$ cat config.mk
export PLATFORM = sky130hd
export DESIGN_NAME = sta_top
export DESIGN_NICKNAME = d
export VERILOG_FILES = /design/src/hdl/sta_pkg.sv /design/src/hdl/sta_top.sv /design/src/hdl/sta_path_trace.sv /design/src/hdl/sta_arrival.sv /design/src/hdl/sta_topo_order.sv /design/src/hdl/sta_graph_capture.sv
export SDC_FILE = /design/constraint.sdc
export NUM_CORES = 2
export LEC_CHECK = 0
export ABC_AREA = 1
export BUFFER_PORTS_ARGS = -buffer_cell sky130_fd_sc_hd__clkbuf_2
export CAP_MARGIN = 0
export CORE_MARGIN = 4
export CORE_UTILIZATION = 45
export CTS_CLUSTER_DIAMETER = 60
export DETAILED_ROUTE_END_ITERATION = 10
export HOLD_SLACK_MARGIN = 0.08
export PLACE_DENSITY = 0.69
export SYNTH_ARGS = -nofsm -noshare
export SYNTH_HDL_FRONTEND = slang
export SYNTH_SLANG_ARGS = --single-unit
$ cat constraint.sdc
create_clock -name clk -period 6.5 [get_ports clk]
set_input_delay 1.3 -clock clk [delete_from_list [all_inputs] [get_ports clk]]
set_output_delay 1.3 -clock clk [all_outputs]
set_load 0.05 [all_outputs]
$ cat src/hdl/sta_pkg.sv
// ----------------------------------------------------------------------
// Static timing analyser shared definitions
// Graph size, launch and capture nodes, and the value widths used
// by every stage of the pipeline
// ----------------------------------------------------------------------
package sta_pkg;

	// ------------------------------------------------------------------
	// Graph constants
	// ------------------------------------------------------------------
	localparam int NUM_NODES = 16;

	// Launch point of every timing path
	localparam int SOURCE_NODE = 0;

	// Capture point, has no successors
	localparam int SINK_NODE = 1;

	// ------------------------------------------------------------------
	// Value types
	// ------------------------------------------------------------------

	// Node index
	typedef logic [3:0] node_t;

	// One bit per node, edge matrix row or node set
	typedef logic [NUM_NODES-1:0] node_mask_t;

	// Delay of a single node
	typedef logic [3:0] delay_t;

	// Arrival time, wide enough for 15 hops of delay 15
	typedef logic [7:0] arrival_t;

endpackage
$ cat src/hdl/sta_top.sv
// ----------------------------------------------------------------------
// Static timing analyser top level
// Capture, topological order, arrival and path trace stages
// ----------------------------------------------------------------------
module sta_top (
	input  logic              clk,
	input  logic              rst_n,
	input  logic              in_valid,
	input  sta_pkg::delay_t   delay,
	input  sta_pkg::node_t    source,
	input  sta_pkg::node_t    destination,
	output logic              out_valid,
	output sta_pkg::arrival_t worst_delay,
	output sta_pkg::node_t    path
);

	sta_pkg::node_mask_t edge_row [sta_pkg::NUM_NODES];
	sta_pkg::delay_t     node_delay [sta_pkg::NUM_NODES];
	sta_pkg::arrival_t   arrival [sta_pkg::NUM_NODES];
	logic                graph_ready;
	logic                pick_valid;
	sta_pkg::node_t      pick_node;
	logic                order_done;
	logic                arrival_done;

	sta_graph_capture u_capture (
		.clk         (clk),
		.rst_n       (rst_n),
		.in_valid    (in_valid),
		.delay       (delay),
		.source      (source),
		.destination (destination),
		.edge_row    (edge_row),
		.node_delay  (node_delay),
		.graph_ready (graph_ready)
	);

	sta_topo_order u_order (
		.clk         (clk),
		.rst_n       (rst_n),
		.graph_ready (graph_ready),
		.edge_row    (edge_row),
		.pick_valid  (pick_valid),
		.pick_node   (pick_node),
		.order_done  (order_done)
	);

	// Runs alongside the order stage, one pick behind
	sta_arrival u_arrival (
		.clk          (clk),
		.rst_n        (rst_n),
		.graph_ready  (graph_ready),
		.edge_row     (edge_row),
		.node_delay   (node_delay),
		.pick_valid   (pick_valid),
		.pick_node    (pick_node),
		.order_done   (order_done),
		.arrival      (arrival),
		.arrival_done (arrival_done)
	);

	sta_path_trace u_trace (
		.clk          (clk),
		.rst_n        (rst_n),
		.arrival_done (arrival_done),
		.edge_row     (edge_row),
		.node_delay   (node_delay),
		.arrival      (arrival),
		.out_valid    (out_valid),
		.worst_delay  (worst_delay),
		.path         (path)
	);

endmodule

$ cat src/hdl/sta_path_trace.sv
// ----------------------------------------------------------------------
// Critical path trace stage
// Walks back from the capture node along the edges that set each
// arrival, then streams the path from launch to capture with the
// worst delay on the first output cycle
// ----------------------------------------------------------------------
module sta_path_trace (
	input  logic                clk,
	input  logic                rst_n,
	input  logic                arrival_done,
	input  sta_pkg::node_mask_t edge_row [sta_pkg::NUM_NODES],
	input  sta_pkg::delay_t     node_delay [sta_pkg::NUM_NODES],
	input  sta_pkg::arrival_t   arrival [sta_pkg::NUM_NODES],
	output logic                out_valid,
	output sta_pkg::arrival_t   worst_delay,
	output sta_pkg::node_t      path
);

	sta_pkg::node_t    path_buf [sta_pkg::NUM_NODES];
	sta_pkg::node_t    cur_node;
	sta_pkg::node_t    cur_eff;
	sta_pkg::node_t    pred;
	logic [3:0]        wr_idx;
	logic [3:0]        wr_eff;
	logic [3:0]        rd_idx;
	logic              walking;
	logic              replay;
	logic              step;
	logic              at_source;
	sta_pkg::arrival_t sink_total;

	// Walk starts on the arrival_done cycle itself
	assign step      = arrival_done || walking;
	assign cur_eff   = arrival_done ? sta_pkg::node_t'(sta_pkg::SINK_NODE) : cur_node;
	assign wr_eff    = arrival_done ? 4'd0 : wr_idx;
	assign at_source = cur_eff == sta_pkg::node_t'(sta_pkg::SOURCE_NODE);

	assign sink_total = arrival[sta_pkg::SINK_NODE]
		+ sta_pkg::arrival_t'(node_delay[sta_pkg::SINK_NODE]);

	// ------------------------------------------------------------------
	// Predecessor that set the current arrival, lowest index first
	// ------------------------------------------------------------------
	always_comb begin
		sta_pkg::arrival_t cand;
		pred = '0;
		for (int i = sta_pkg::NUM_NODES - 1; i >= 0; i--) begin
			cand = arrival[i] + sta_pkg::arrival_t'(node_delay[i]);
			if (edge_row[i][cur_eff] && cand == arrival[cur_eff])
				pred = sta_pkg::node_t'(i);
		end
	end

	// Nodes stored sink first, replayed in reverse
	always_ff @(posedge clk) begin
		if (step)
			path_buf[wr_eff] <= cur_eff;
	end

	// ------------------------------------------------------------------
	// Walk and replay control
	// ------------------------------------------------------------------
	always_ff @(posedge clk or negedge rst_n) begin
		if (!rst_n) begin
			walking     <= 1'b0;
			replay      <= 1'b0;
			cur_node    <= '0;
			wr_idx      <= '0;
			rd_idx      <= '0;
			out_valid   <= 1'b0;
			path        <= '0;
			worst_delay <= '0;
		end else begin
			out_valid   <= 1'b0;
			path        <= '0;
			worst_delay <= '0;
			if (step) begin
				if (at_source) begin
					// Source goes out directly, the rest from the buffer
					walking     <= 1'b0;
					replay      <= 1'b1;
					rd_idx      <= wr_eff - 4'd1;
					out_valid   <= 1'b1;
					path        <= sta_pkg::node_t'(sta_pkg::SOURCE_NODE);
					worst_delay <= sink_total;
				end else begin
					walking  <= 1'b1;
					cur_node <= pred;
					wr_idx   <= wr_eff + 4'd1;
				end
			end else if (replay) begin
				out_valid <= 1'b1;
				path      <= path_buf[rd_idx];
				rd_idx    <= rd_idx - 4'd1;
				// Entry 0 holds the sink
				if (rd_idx == 4'd0)
					replay <= 1'b0;
			end
		end
	end

endmodule

$ cat src/hdl/sta_arrival.sv
// ----------------------------------------------------------------------
// Arrival time stage
// Relaxes the latest arrival of every successor as nodes come out
// of the topological order
// ----------------------------------------------------------------------
module sta_arrival (
	input  logic                clk,
	input  logic                rst_n,
	input  logic                graph_ready,
	input  sta_pkg::node_mask_t edge_row [sta_pkg::NUM_NODES],
	input  sta_pkg::delay_t     node_delay [sta_pkg::NUM_NODES],
	input  logic                pick_valid,
	input  sta_pkg::node_t      pick_node,
	input  logic                order_done,
	output sta_pkg::arrival_t   arrival [sta_pkg::NUM_NODES],
	output logic                arrival_done
);

	sta_pkg::arrival_t   launch;
	sta_pkg::node_mask_t succ;

	// The picked node is final here, all its predecessors came earlier
	assign launch = arrival[pick_node] + sta_pkg::arrival_t'(node_delay[pick_node]);
	assign succ   = edge_row[pick_node];

	// ------------------------------------------------------------------
	// Arrival table
	// ------------------------------------------------------------------
	always_ff @(posedge clk) begin
		for (int j = 0; j < sta_pkg::NUM_NODES; j++) begin
			if (graph_ready) begin
				arrival[j] <= '0;
			end else if (pick_valid && succ[j]) begin
				// Keep the latest of all incoming edges
				if (launch > arrival[j])
					arrival[j] <= launch;
			end
		end
	end

	// Last relaxation lands with this pulse
	always_ff @(posedge clk or negedge rst_n) begin
		if (!rst_n)
			arrival_done <= 1'b0;
		else
			arrival_done <= order_done;
	end

endmodule

$ cat src/hdl/sta_topo_order.sv
// ----------------------------------------------------------------------
// Topological order stage
// Emits every node once, one per cycle, each only after all of its
// predecessors; ties go to the lowest node index
// ----------------------------------------------------------------------
module sta_topo_order (
	input  logic                clk,
	input  logic                rst_n,
	input  logic                graph_ready,
	input  sta_pkg::node_mask_t edge_row [sta_pkg::NUM_NODES],
	output logic                pick_valid,
	output sta_pkg::node_t      pick_node,
	output logic                order_done
);

	sta_pkg::node_mask_t done_mask;
	sta_pkg::node_mask_t done_eff;
	sta_pkg::node_mask_t ready;
	logic [3:0]          pick_cnt;
	logic [3:0]          cnt_eff;
	logic                running;
	logic                active;
	logic                found;
	logic                last_pick;
	sta_pkg::node_t      sel;

	// The graph_ready cycle already picks, with an empty done set
	assign active    = graph_ready || running;
	assign done_eff  = graph_ready ? '0 : done_mask;
	assign cnt_eff   = graph_ready ? 4'd0 : pick_cnt;
	assign last_pick = cnt_eff == 4'(sta_pkg::NUM_NODES - 1);

	// ------------------------------------------------------------------
	// Readiness from the matrix columns
	// ------------------------------------------------------------------
	always_comb begin
		for (int j = 0; j < sta_pkg::NUM_NODES; j++) begin
			ready[j] = !done_eff[j];
			for (int i = 0; i < sta_pkg::NUM_NODES; i++) begin
				// Any predecessor not yet ordered blocks node j
				if (edge_row[i][j] && !done_eff[i])
					ready[j] = 1'b0;
			end
		end
	end

	// Lowest ready index wins
	always_comb begin
		found = 1'b0;
		sel   = '0;
		for (int j = sta_pkg::NUM_NODES - 1; j >= 0; j--) begin
			if (ready[j]) begin
				found = 1'b1;
				sel   = sta_pkg::node_t'(j);
			end
		end
	end

	// ------------------------------------------------------------------
	// Pick register
	// ------------------------------------------------------------------
	always_ff @(posedge clk or negedge rst_n) begin
		if (!rst_n) begin
			running    <= 1'b0;
			pick_cnt   <= '0;
			done_mask  <= '0;
			pick_valid <= 1'b0;
			pick_node  <= '0;
			order_done <= 1'b0;
		end else begin
			pick_valid <= active && found;
			order_done <= active && found && last_pick;
			running    <= active && !last_pick;
			if (active && found) begin
				pick_node <= sel;
				done_mask <= done_eff | (sta_pkg::node_mask_t'(1) << sel);
				pick_cnt  <= cnt_eff + 4'd1;
			end
		end
	end

endmodule

$ cat src/hdl/sta_graph_capture.sv
// ----------------------------------------------------------------------
// Graph capture stage
// Builds the edge matrix and the node delay table from one input
// burst, then pulses graph_ready once the burst has ended
// ----------------------------------------------------------------------
module sta_graph_capture (
	input  logic                clk,
	input  logic                rst_n,
	input  logic                in_valid,
	input  sta_pkg::delay_t     delay,
	input  sta_pkg::node_t      source,
	input  sta_pkg::node_t      destination,
	output sta_pkg::node_mask_t edge_row [sta_pkg::NUM_NODES],
	output sta_pkg::delay_t     node_delay [sta_pkg::NUM_NODES],
	output logic                graph_ready
);

	logic                in_valid_q;
	logic [4:0]          burst_cnt;
	logic [4:0]          delay_idx;
	logic                burst_start;
	sta_pkg::node_mask_t dest_bit;

	assign burst_start = in_valid && !in_valid_q;

	// Index of the node whose delay arrives this cycle
	assign delay_idx = burst_start ? 5'd0 : burst_cnt;

	assign dest_bit = sta_pkg::node_mask_t'(1) << destination;

	// ------------------------------------------------------------------
	// Burst tracking
	// ------------------------------------------------------------------
	always_ff @(posedge clk or negedge rst_n) begin
		if (!rst_n) begin
			in_valid_q  <= 1'b0;
			burst_cnt   <= '0;
			graph_ready <= 1'b0;
		end else begin
			in_valid_q  <= in_valid;
			graph_ready <= in_valid_q && !in_valid;
			// Saturates at 16, restarted by the next burst
			if (in_valid && delay_idx != 5'(sta_pkg::NUM_NODES))
				burst_cnt <= delay_idx + 5'd1;
		end
	end

	// ------------------------------------------------------------------
	// Edge matrix and delay table
	// ------------------------------------------------------------------
	always_ff @(posedge clk) begin
		for (int i = 0; i < sta_pkg::NUM_NODES; i++) begin
			if (burst_start) begin
				// First edge lands while the old graph is wiped
				edge_row[i]   <= (sta_pkg::node_t'(i) == source) ? dest_bit : '0;
				node_delay[i] <= (i == 0) ? delay : '0;
			end else if (in_valid) begin
				if (sta_pkg::node_t'(i) == source)
					edge_row[i] <= edge_row[i] | dest_bit;
				if (delay_idx == 5'(i))
					node_delay[i] <= delay;
			end
		end
	end

endmodule

==> out/summary.md <==
- finished, violations left — result of the run
- slew limit — violations in the final reports
- 109 — number of cell rows
- 0 — Max-Cap Viols
- 243.7 mm — global-route wire length before repair
- 60.82 mm — Met1 Routed Length
- 0.4992% — multiplexer area fraction after synthesis
- 114.5 mm — half-perimeter wire length after detailed placement
- 37,780 — via count of the first global-routing pass
- 37.52% — sequential area share after synthesis
- 228.9 nW/µm² — pwr dens
- flop — nature of the critical path endpoint
- 0 — endpoints failing setup
- flop to flop — Critical Setup Path Class
- 6,248 — placed cell count
- 5,399 — final-stage net count
- 65 — number of distinct library cells after synthesis
- 7.07 ns — Worst Path Required
- 7 — number of iterations in the first detailed-routing pass
- 0 — cells resized by post-CTS repair
- 62 — number of slew-limit violations in the final report
- sky130_fd_sc_hd__edfxtp_1 — predominant post-synthesis flop cell
- 75 — CTS buffer count
- 0 ns — sum of negative setup slack
- 324 — number of flops mapped to enable cells by yosys
- 18.15 nW — Static Leak
- 28 — number of I/O pins
- flop — type of origin of the critical path
- 0 — global-route congestion overflow total
- 306.5 µm — die width
- 0 — Synthesis Warnings
- 574 — number of synthesized register bits
- 7.307% — adder-cell share of the synthesized area
- 3 — antenna violations before repair
- 24.81% — compound-gate portion of the synthesized area
- met5 — top routing layer in use
- 0.8846 ns — post-placement worst setup slack
- 68.46 mm — sum of met2 wire segment lengths after detailed routing
- 84 — largest fanout on the critical path
- 27 — input/output buffers
- 3 — total number of H-tree levels
- 0 — number of buffers added to fix hold violations after cts
- 6.626% — fraction of layout cells with a size suffix above 1
- 0.6681 ns — Setup WS post-layout
- 1.587 ns — Worst Max-Slew Pin Slew
- 9.997 mW — power after layout
- 0.66 ns — worst skew pair latency
- 0 — number of endpoints with negative hold slack in the final report
- 306.5 µm — Die Y-Extent
- 0.3472 ns — worst slack on hold paths
- 6,390 — non-filler cells, final
- 3 — buffers from clock root to sink, at most
- 5.832 ns — minimum clock period after layout
- 7.609 µm² — post-synthesis area per instance
- 93,950 µm² — Die Footprint
- 40,100 µm² — Netlist Area Pre-Place
- 6.40 ns — Arr. time, crit path
- 10.80% — proportion of synthesized flip-flops having asynchronous set or reset
- 3.014% — fraction of synthesized cell area in xor and xnor cells
- 89.72% — share of the clock period used by the worst path after layout
- 5,270 — number of instances in the synthesized netlist
- 34.11% — gr usage total
- 1.054 — weighted congestion reported at the end of routability-driven placement
- built — CTS tree
- compound AO/OA/AOI/OAI gates — main combinational cell family by area after synthesis
- 22.70 mm — sum of met3 wire segment lengths after detailed routing
- 574 — Clock Sink Count
- 88,370 µm² — core area
- 26.04 µm — final routed wire length divided by cell count
- 171.5 MHz — timing-limited maximum frequency
- 41,030 µm² — placed inst area
- 0 — count of unresolved DRC violations after routing
- 43,670 µm² — post-layout instance area
- sky130_fd_sc_hd__clkbuf_16 — clock root buffer
- flop to flop — Tightest Hold Check Type
- 5,509 — post-synthesis net count
- 6,761 — starting DRC count in detailed routing
- 0 — final antenna-violating net count
- 0.02289 ns — clock tree skew after final layout
- 6.391 — via density per instance
- 16.92% — basic-gate share of the synthesized area counting and, or, nand and nor cells
- 45.38% — initial core utilization
- 0.0003193 V — worst IR drop on VDD
- 49.41% — Finished Core Util
- 0.06 ns — clock input transition at the sequential cells of the worst setup and hold paths
- 214 — largest net degree at the start of global routing
- 0 — number of buffers inserted to repair setup after CTS
- false — unrepaired setup endpoints after global routing
- -5.769% — Max-slew headroom
- 8,609 — filler cell count
- 8.899% — Area Overhead vs Synth
- 166.4 mm — final WL
- 40,840 — total via count in the routed design
## cell usage after synthesis (8+ instances only)
cell type / count / share of area, %
sky130_fd_sc_hd__nand2_1: 730 / 6.8
sky130_fd_sc_hd__o21ai_0: 670 / 8.4
sky130_fd_sc_hd__inv_1: 610 / 5.7
sky130_fd_sc_hd__a21oi_1: 599 / 7.5
sky130_fd_sc_hd__nor2_1: 423 / 4.0
sky130_fd_sc_hd__edfxtp_1: 324 / 24
sky130_fd_sc_hd__o22ai_1: 284 / 4.4
sky130_fd_sc_hd__nand3_1: 262 / 3.3
sky130_fd_sc_hd__ha_1: 207 / 6.5
sky130_fd_sc_hd__dfxtp_1: 188 / 9.4
sky130_fd_sc_hd__clkbuf_1: 187 / 1.8
sky130_fd_sc_hd__xor2_1: 108 / 2.4
sky130_fd_sc_hd__dfrtp_1: 62 / 3.9
sky130_fd_sc_hd__buf_2: 61 / 0.76
sky130_fd_sc_hd__o211ai_1: 59 / 1.1
sky130_fd_sc_hd__nand4_1: 49 / 0.76
sky130_fd_sc_hd__o221ai_1: 39 / 0.85
sky130_fd_sc_hd__buf_6: 31 / 0.87
sky130_fd_sc_hd__xnor2_1: 30 / 0.66
sky130_fd_sc_hd__o21ai_1: 27 / 0.34
sky130_fd_sc_hd__a211oi_1: 22 / 0.41
sky130_fd_sc_hd__a221oi_1: 22 / 0.48
sky130_fd_sc_hd__o2111ai_1: 22 / 0.48
sky130_fd_sc_hd__inv_2: 20 / 0.19
sky130_fd_sc_hd__mux2i_1: 20 / 0.50
sky130_fd_sc_hd__nor3_1: 20 / 0.25
sky130_fd_sc_hd__buf_1: 19 / 0.18
sky130_fd_sc_hd__buf_4: 18 / 0.34
sky130_fd_sc_hd__fa_1: 17 / 0.85
sky130_fd_sc_hd__nor4_1: 17 / 0.27
sky130_fd_sc_hd__nand3_2: 15 / 0.37
sky130_fd_sc_hd__a31oi_1: 13 / 0.20
sky130_fd_sc_hd__or2_2: 8 / 0.12
## flip-flops by register name (all words and copies together) (netlist names)
name and cells:
u_arrival.arrival 128, u_arrival.arrival_done 1, u_capture.burst_cnt 5, u_capture.edge_row 256, u_capture.graph_ready 1, u_capture.in_valid_q 1, u_capture.node_delay 64, u_order.done_mask 16
u_order.order_done 1, u_order.pick_cnt 4, u_order.pick_node 4, u_order.pick_valid 1, u_order.running 1, u_trace.cur_node 4, u_trace.out_valid 1, u_trace.path 4
u_trace.path_buf 64, u_trace.rd_idx 4, u_trace.replay 1, u_trace.walking 1, u_trace.worst_delay 8, u_trace.wr_idx 4
## routing by layer
layer | global-route usage, % | vias to the layer above
met4 | 23.62 | 2
met2 | 49.97 | 2987
met3 | 9.676 | 761
li1 | - | 18210
met5 | 0 | -
met1 | 43.57 | 18880
## cells in the final DEF, fill, tap and decap left out, types with 17 or more instances in the layout
master and n:
sky130_fd_sc_hd__fa_1 17, sky130_fd_sc_hd__ha_1 207, sky130_fd_sc_hd__o2111ai_1 22, sky130_fd_sc_hd__xnor2_1 28
sky130_fd_sc_hd__clkbuf_16 77, sky130_fd_sc_hd__nor3_1 20, sky130_fd_sc_hd__buf_4 100, sky130_fd_sc_hd__mux2i_1 20
sky130_fd_sc_hd__inv_2 23, sky130_fd_sc_hd__o21ai_0 670, sky130_fd_sc_hd__a211oi_1 22, sky130_fd_sc_hd__nand3_1 262
sky130_fd_sc_hd__nand4_1 49, sky130_fd_sc_hd__dfxtp_1 188, sky130_fd_sc_hd__clkinv_1 18, sky130_fd_sc_hd__a221oi_1 22
sky130_fd_sc_hd__dfrtp_1 57, sky130_fd_sc_hd__o221ai_1 39, sky130_fd_sc_hd__inv_1 606, sky130_fd_sc_hd__a21oi_1 599
sky130_fd_sc_hd__o21ai_1 27, sky130_fd_sc_hd__nand2_1 730, sky130_fd_sc_hd__o211ai_1 59, sky130_fd_sc_hd__nor4_1 17
sky130_fd_sc_hd__nor2_1 421, sky130_fd_sc_hd__xor2_1 106, sky130_fd_sc_hd__edfxtp_1 324, sky130_fd_sc_hd__clkbuf_2 26
sky130_fd_sc_hd__o22ai_1 284
## cells by family after synthesis
family / count (synthesis)
AO/OA/AOI/OAI: 1787
multiplexers: 20
adder cells (fa/ha/maj): 224
XOR/XNOR: 138
flip-flops: 574
AND/OR/NAND/NOR: 1571
buffers and inverters: 956
## power breakdown
part           internal, mW  switching, mW  leakage (nW)
clock                  2.69           1.80          1.27
combinational         0.409          0.916          11.6
sequential             4.02          0.150          5.28
total                  7.13           2.87          18.2
## critical path: stages, from the launching register on
cell and delay [ns]:
sky130_fd_sc_hd__dfrtp_4 1.03, sky130_fd_sc_hd__buf_4 0.39, sky130_fd_sc_hd__nor2_1 0.07, sky130_fd_sc_hd__a21oi_1 0.14
sky130_fd_sc_hd__o21ai_0 0.10, sky130_fd_sc_hd__o221ai_1 0.24, sky130_fd_sc_hd__nand2_1 0.09, sky130_fd_sc_hd__ha_1 0.38
sky130_fd_sc_hd__a21oi_1 0.17, sky130_fd_sc_hd__inv_1 0.05, sky130_fd_sc_hd__a31oi_1 0.23, sky130_fd_sc_hd__nor2_1 0.07
sky130_fd_sc_hd__nor2_1 0.10, sky130_fd_sc_hd__nor2_1 0.09, sky130_fd_sc_hd__nand2_1 0.15, sky130_fd_sc_hd__xor2_4 0.40
sky130_fd_sc_hd__buf_4 0.38, sky130_fd_sc_hd__ha_1 0.20, sky130_fd_sc_hd__nand2_1 0.07, sky130_fd_sc_hd__nor2_1 0.17
sky130_fd_sc_hd__nand2_1 0.09, sky130_fd_sc_hd__a221oi_1 0.29, sky130_fd_sc_hd__nand2_1 0.31, sky130_fd_sc_hd__inv_1 0.25
sky130_fd_sc_hd__o21ai_0 0.10, sky130_fd_sc_hd__a21oi_1 0.16
## area by class of cell
class / count / area [µm²] / share of cell area [%]
antenna: 3 / 7.507 / 0.01719
clock buffer: 91 / 2039 / 4.670
clock inverter: 48 / 594.3 / 1.361
inverter: 639 / 2405 / 5.507
multi-input combinational: 3740 / 21150 / 48.42
sequential: 574 / 15060 / 34.48
tap: 1165 / 1458 / 3.338
timing repair buffer: 130 / 960.9 / 2.200
## worst paths after layout
path                                      start                endpoint  slack [ns]  cells after the start
max reg2reg                u_order.pick_node[0]    u_arrival.arrival[8]        0.67                     25
min                          u_order.order_done  u_arrival.arrival_done        0.35                      0
min in group asynchronous                 rst_n  u_capture.burst_cnt[4]        0.47                      1
max                        u_order.pick_node[0]    u_arrival.arrival[8]        0.67                     25
max in group asynchronous                 rst_n     u_trace.cur_node[0]        4.91                      2
min reg2reg                  u_order.order_done  u_arrival.arrival_done        0.35                      0
Power figures use the tool's default switching activity.
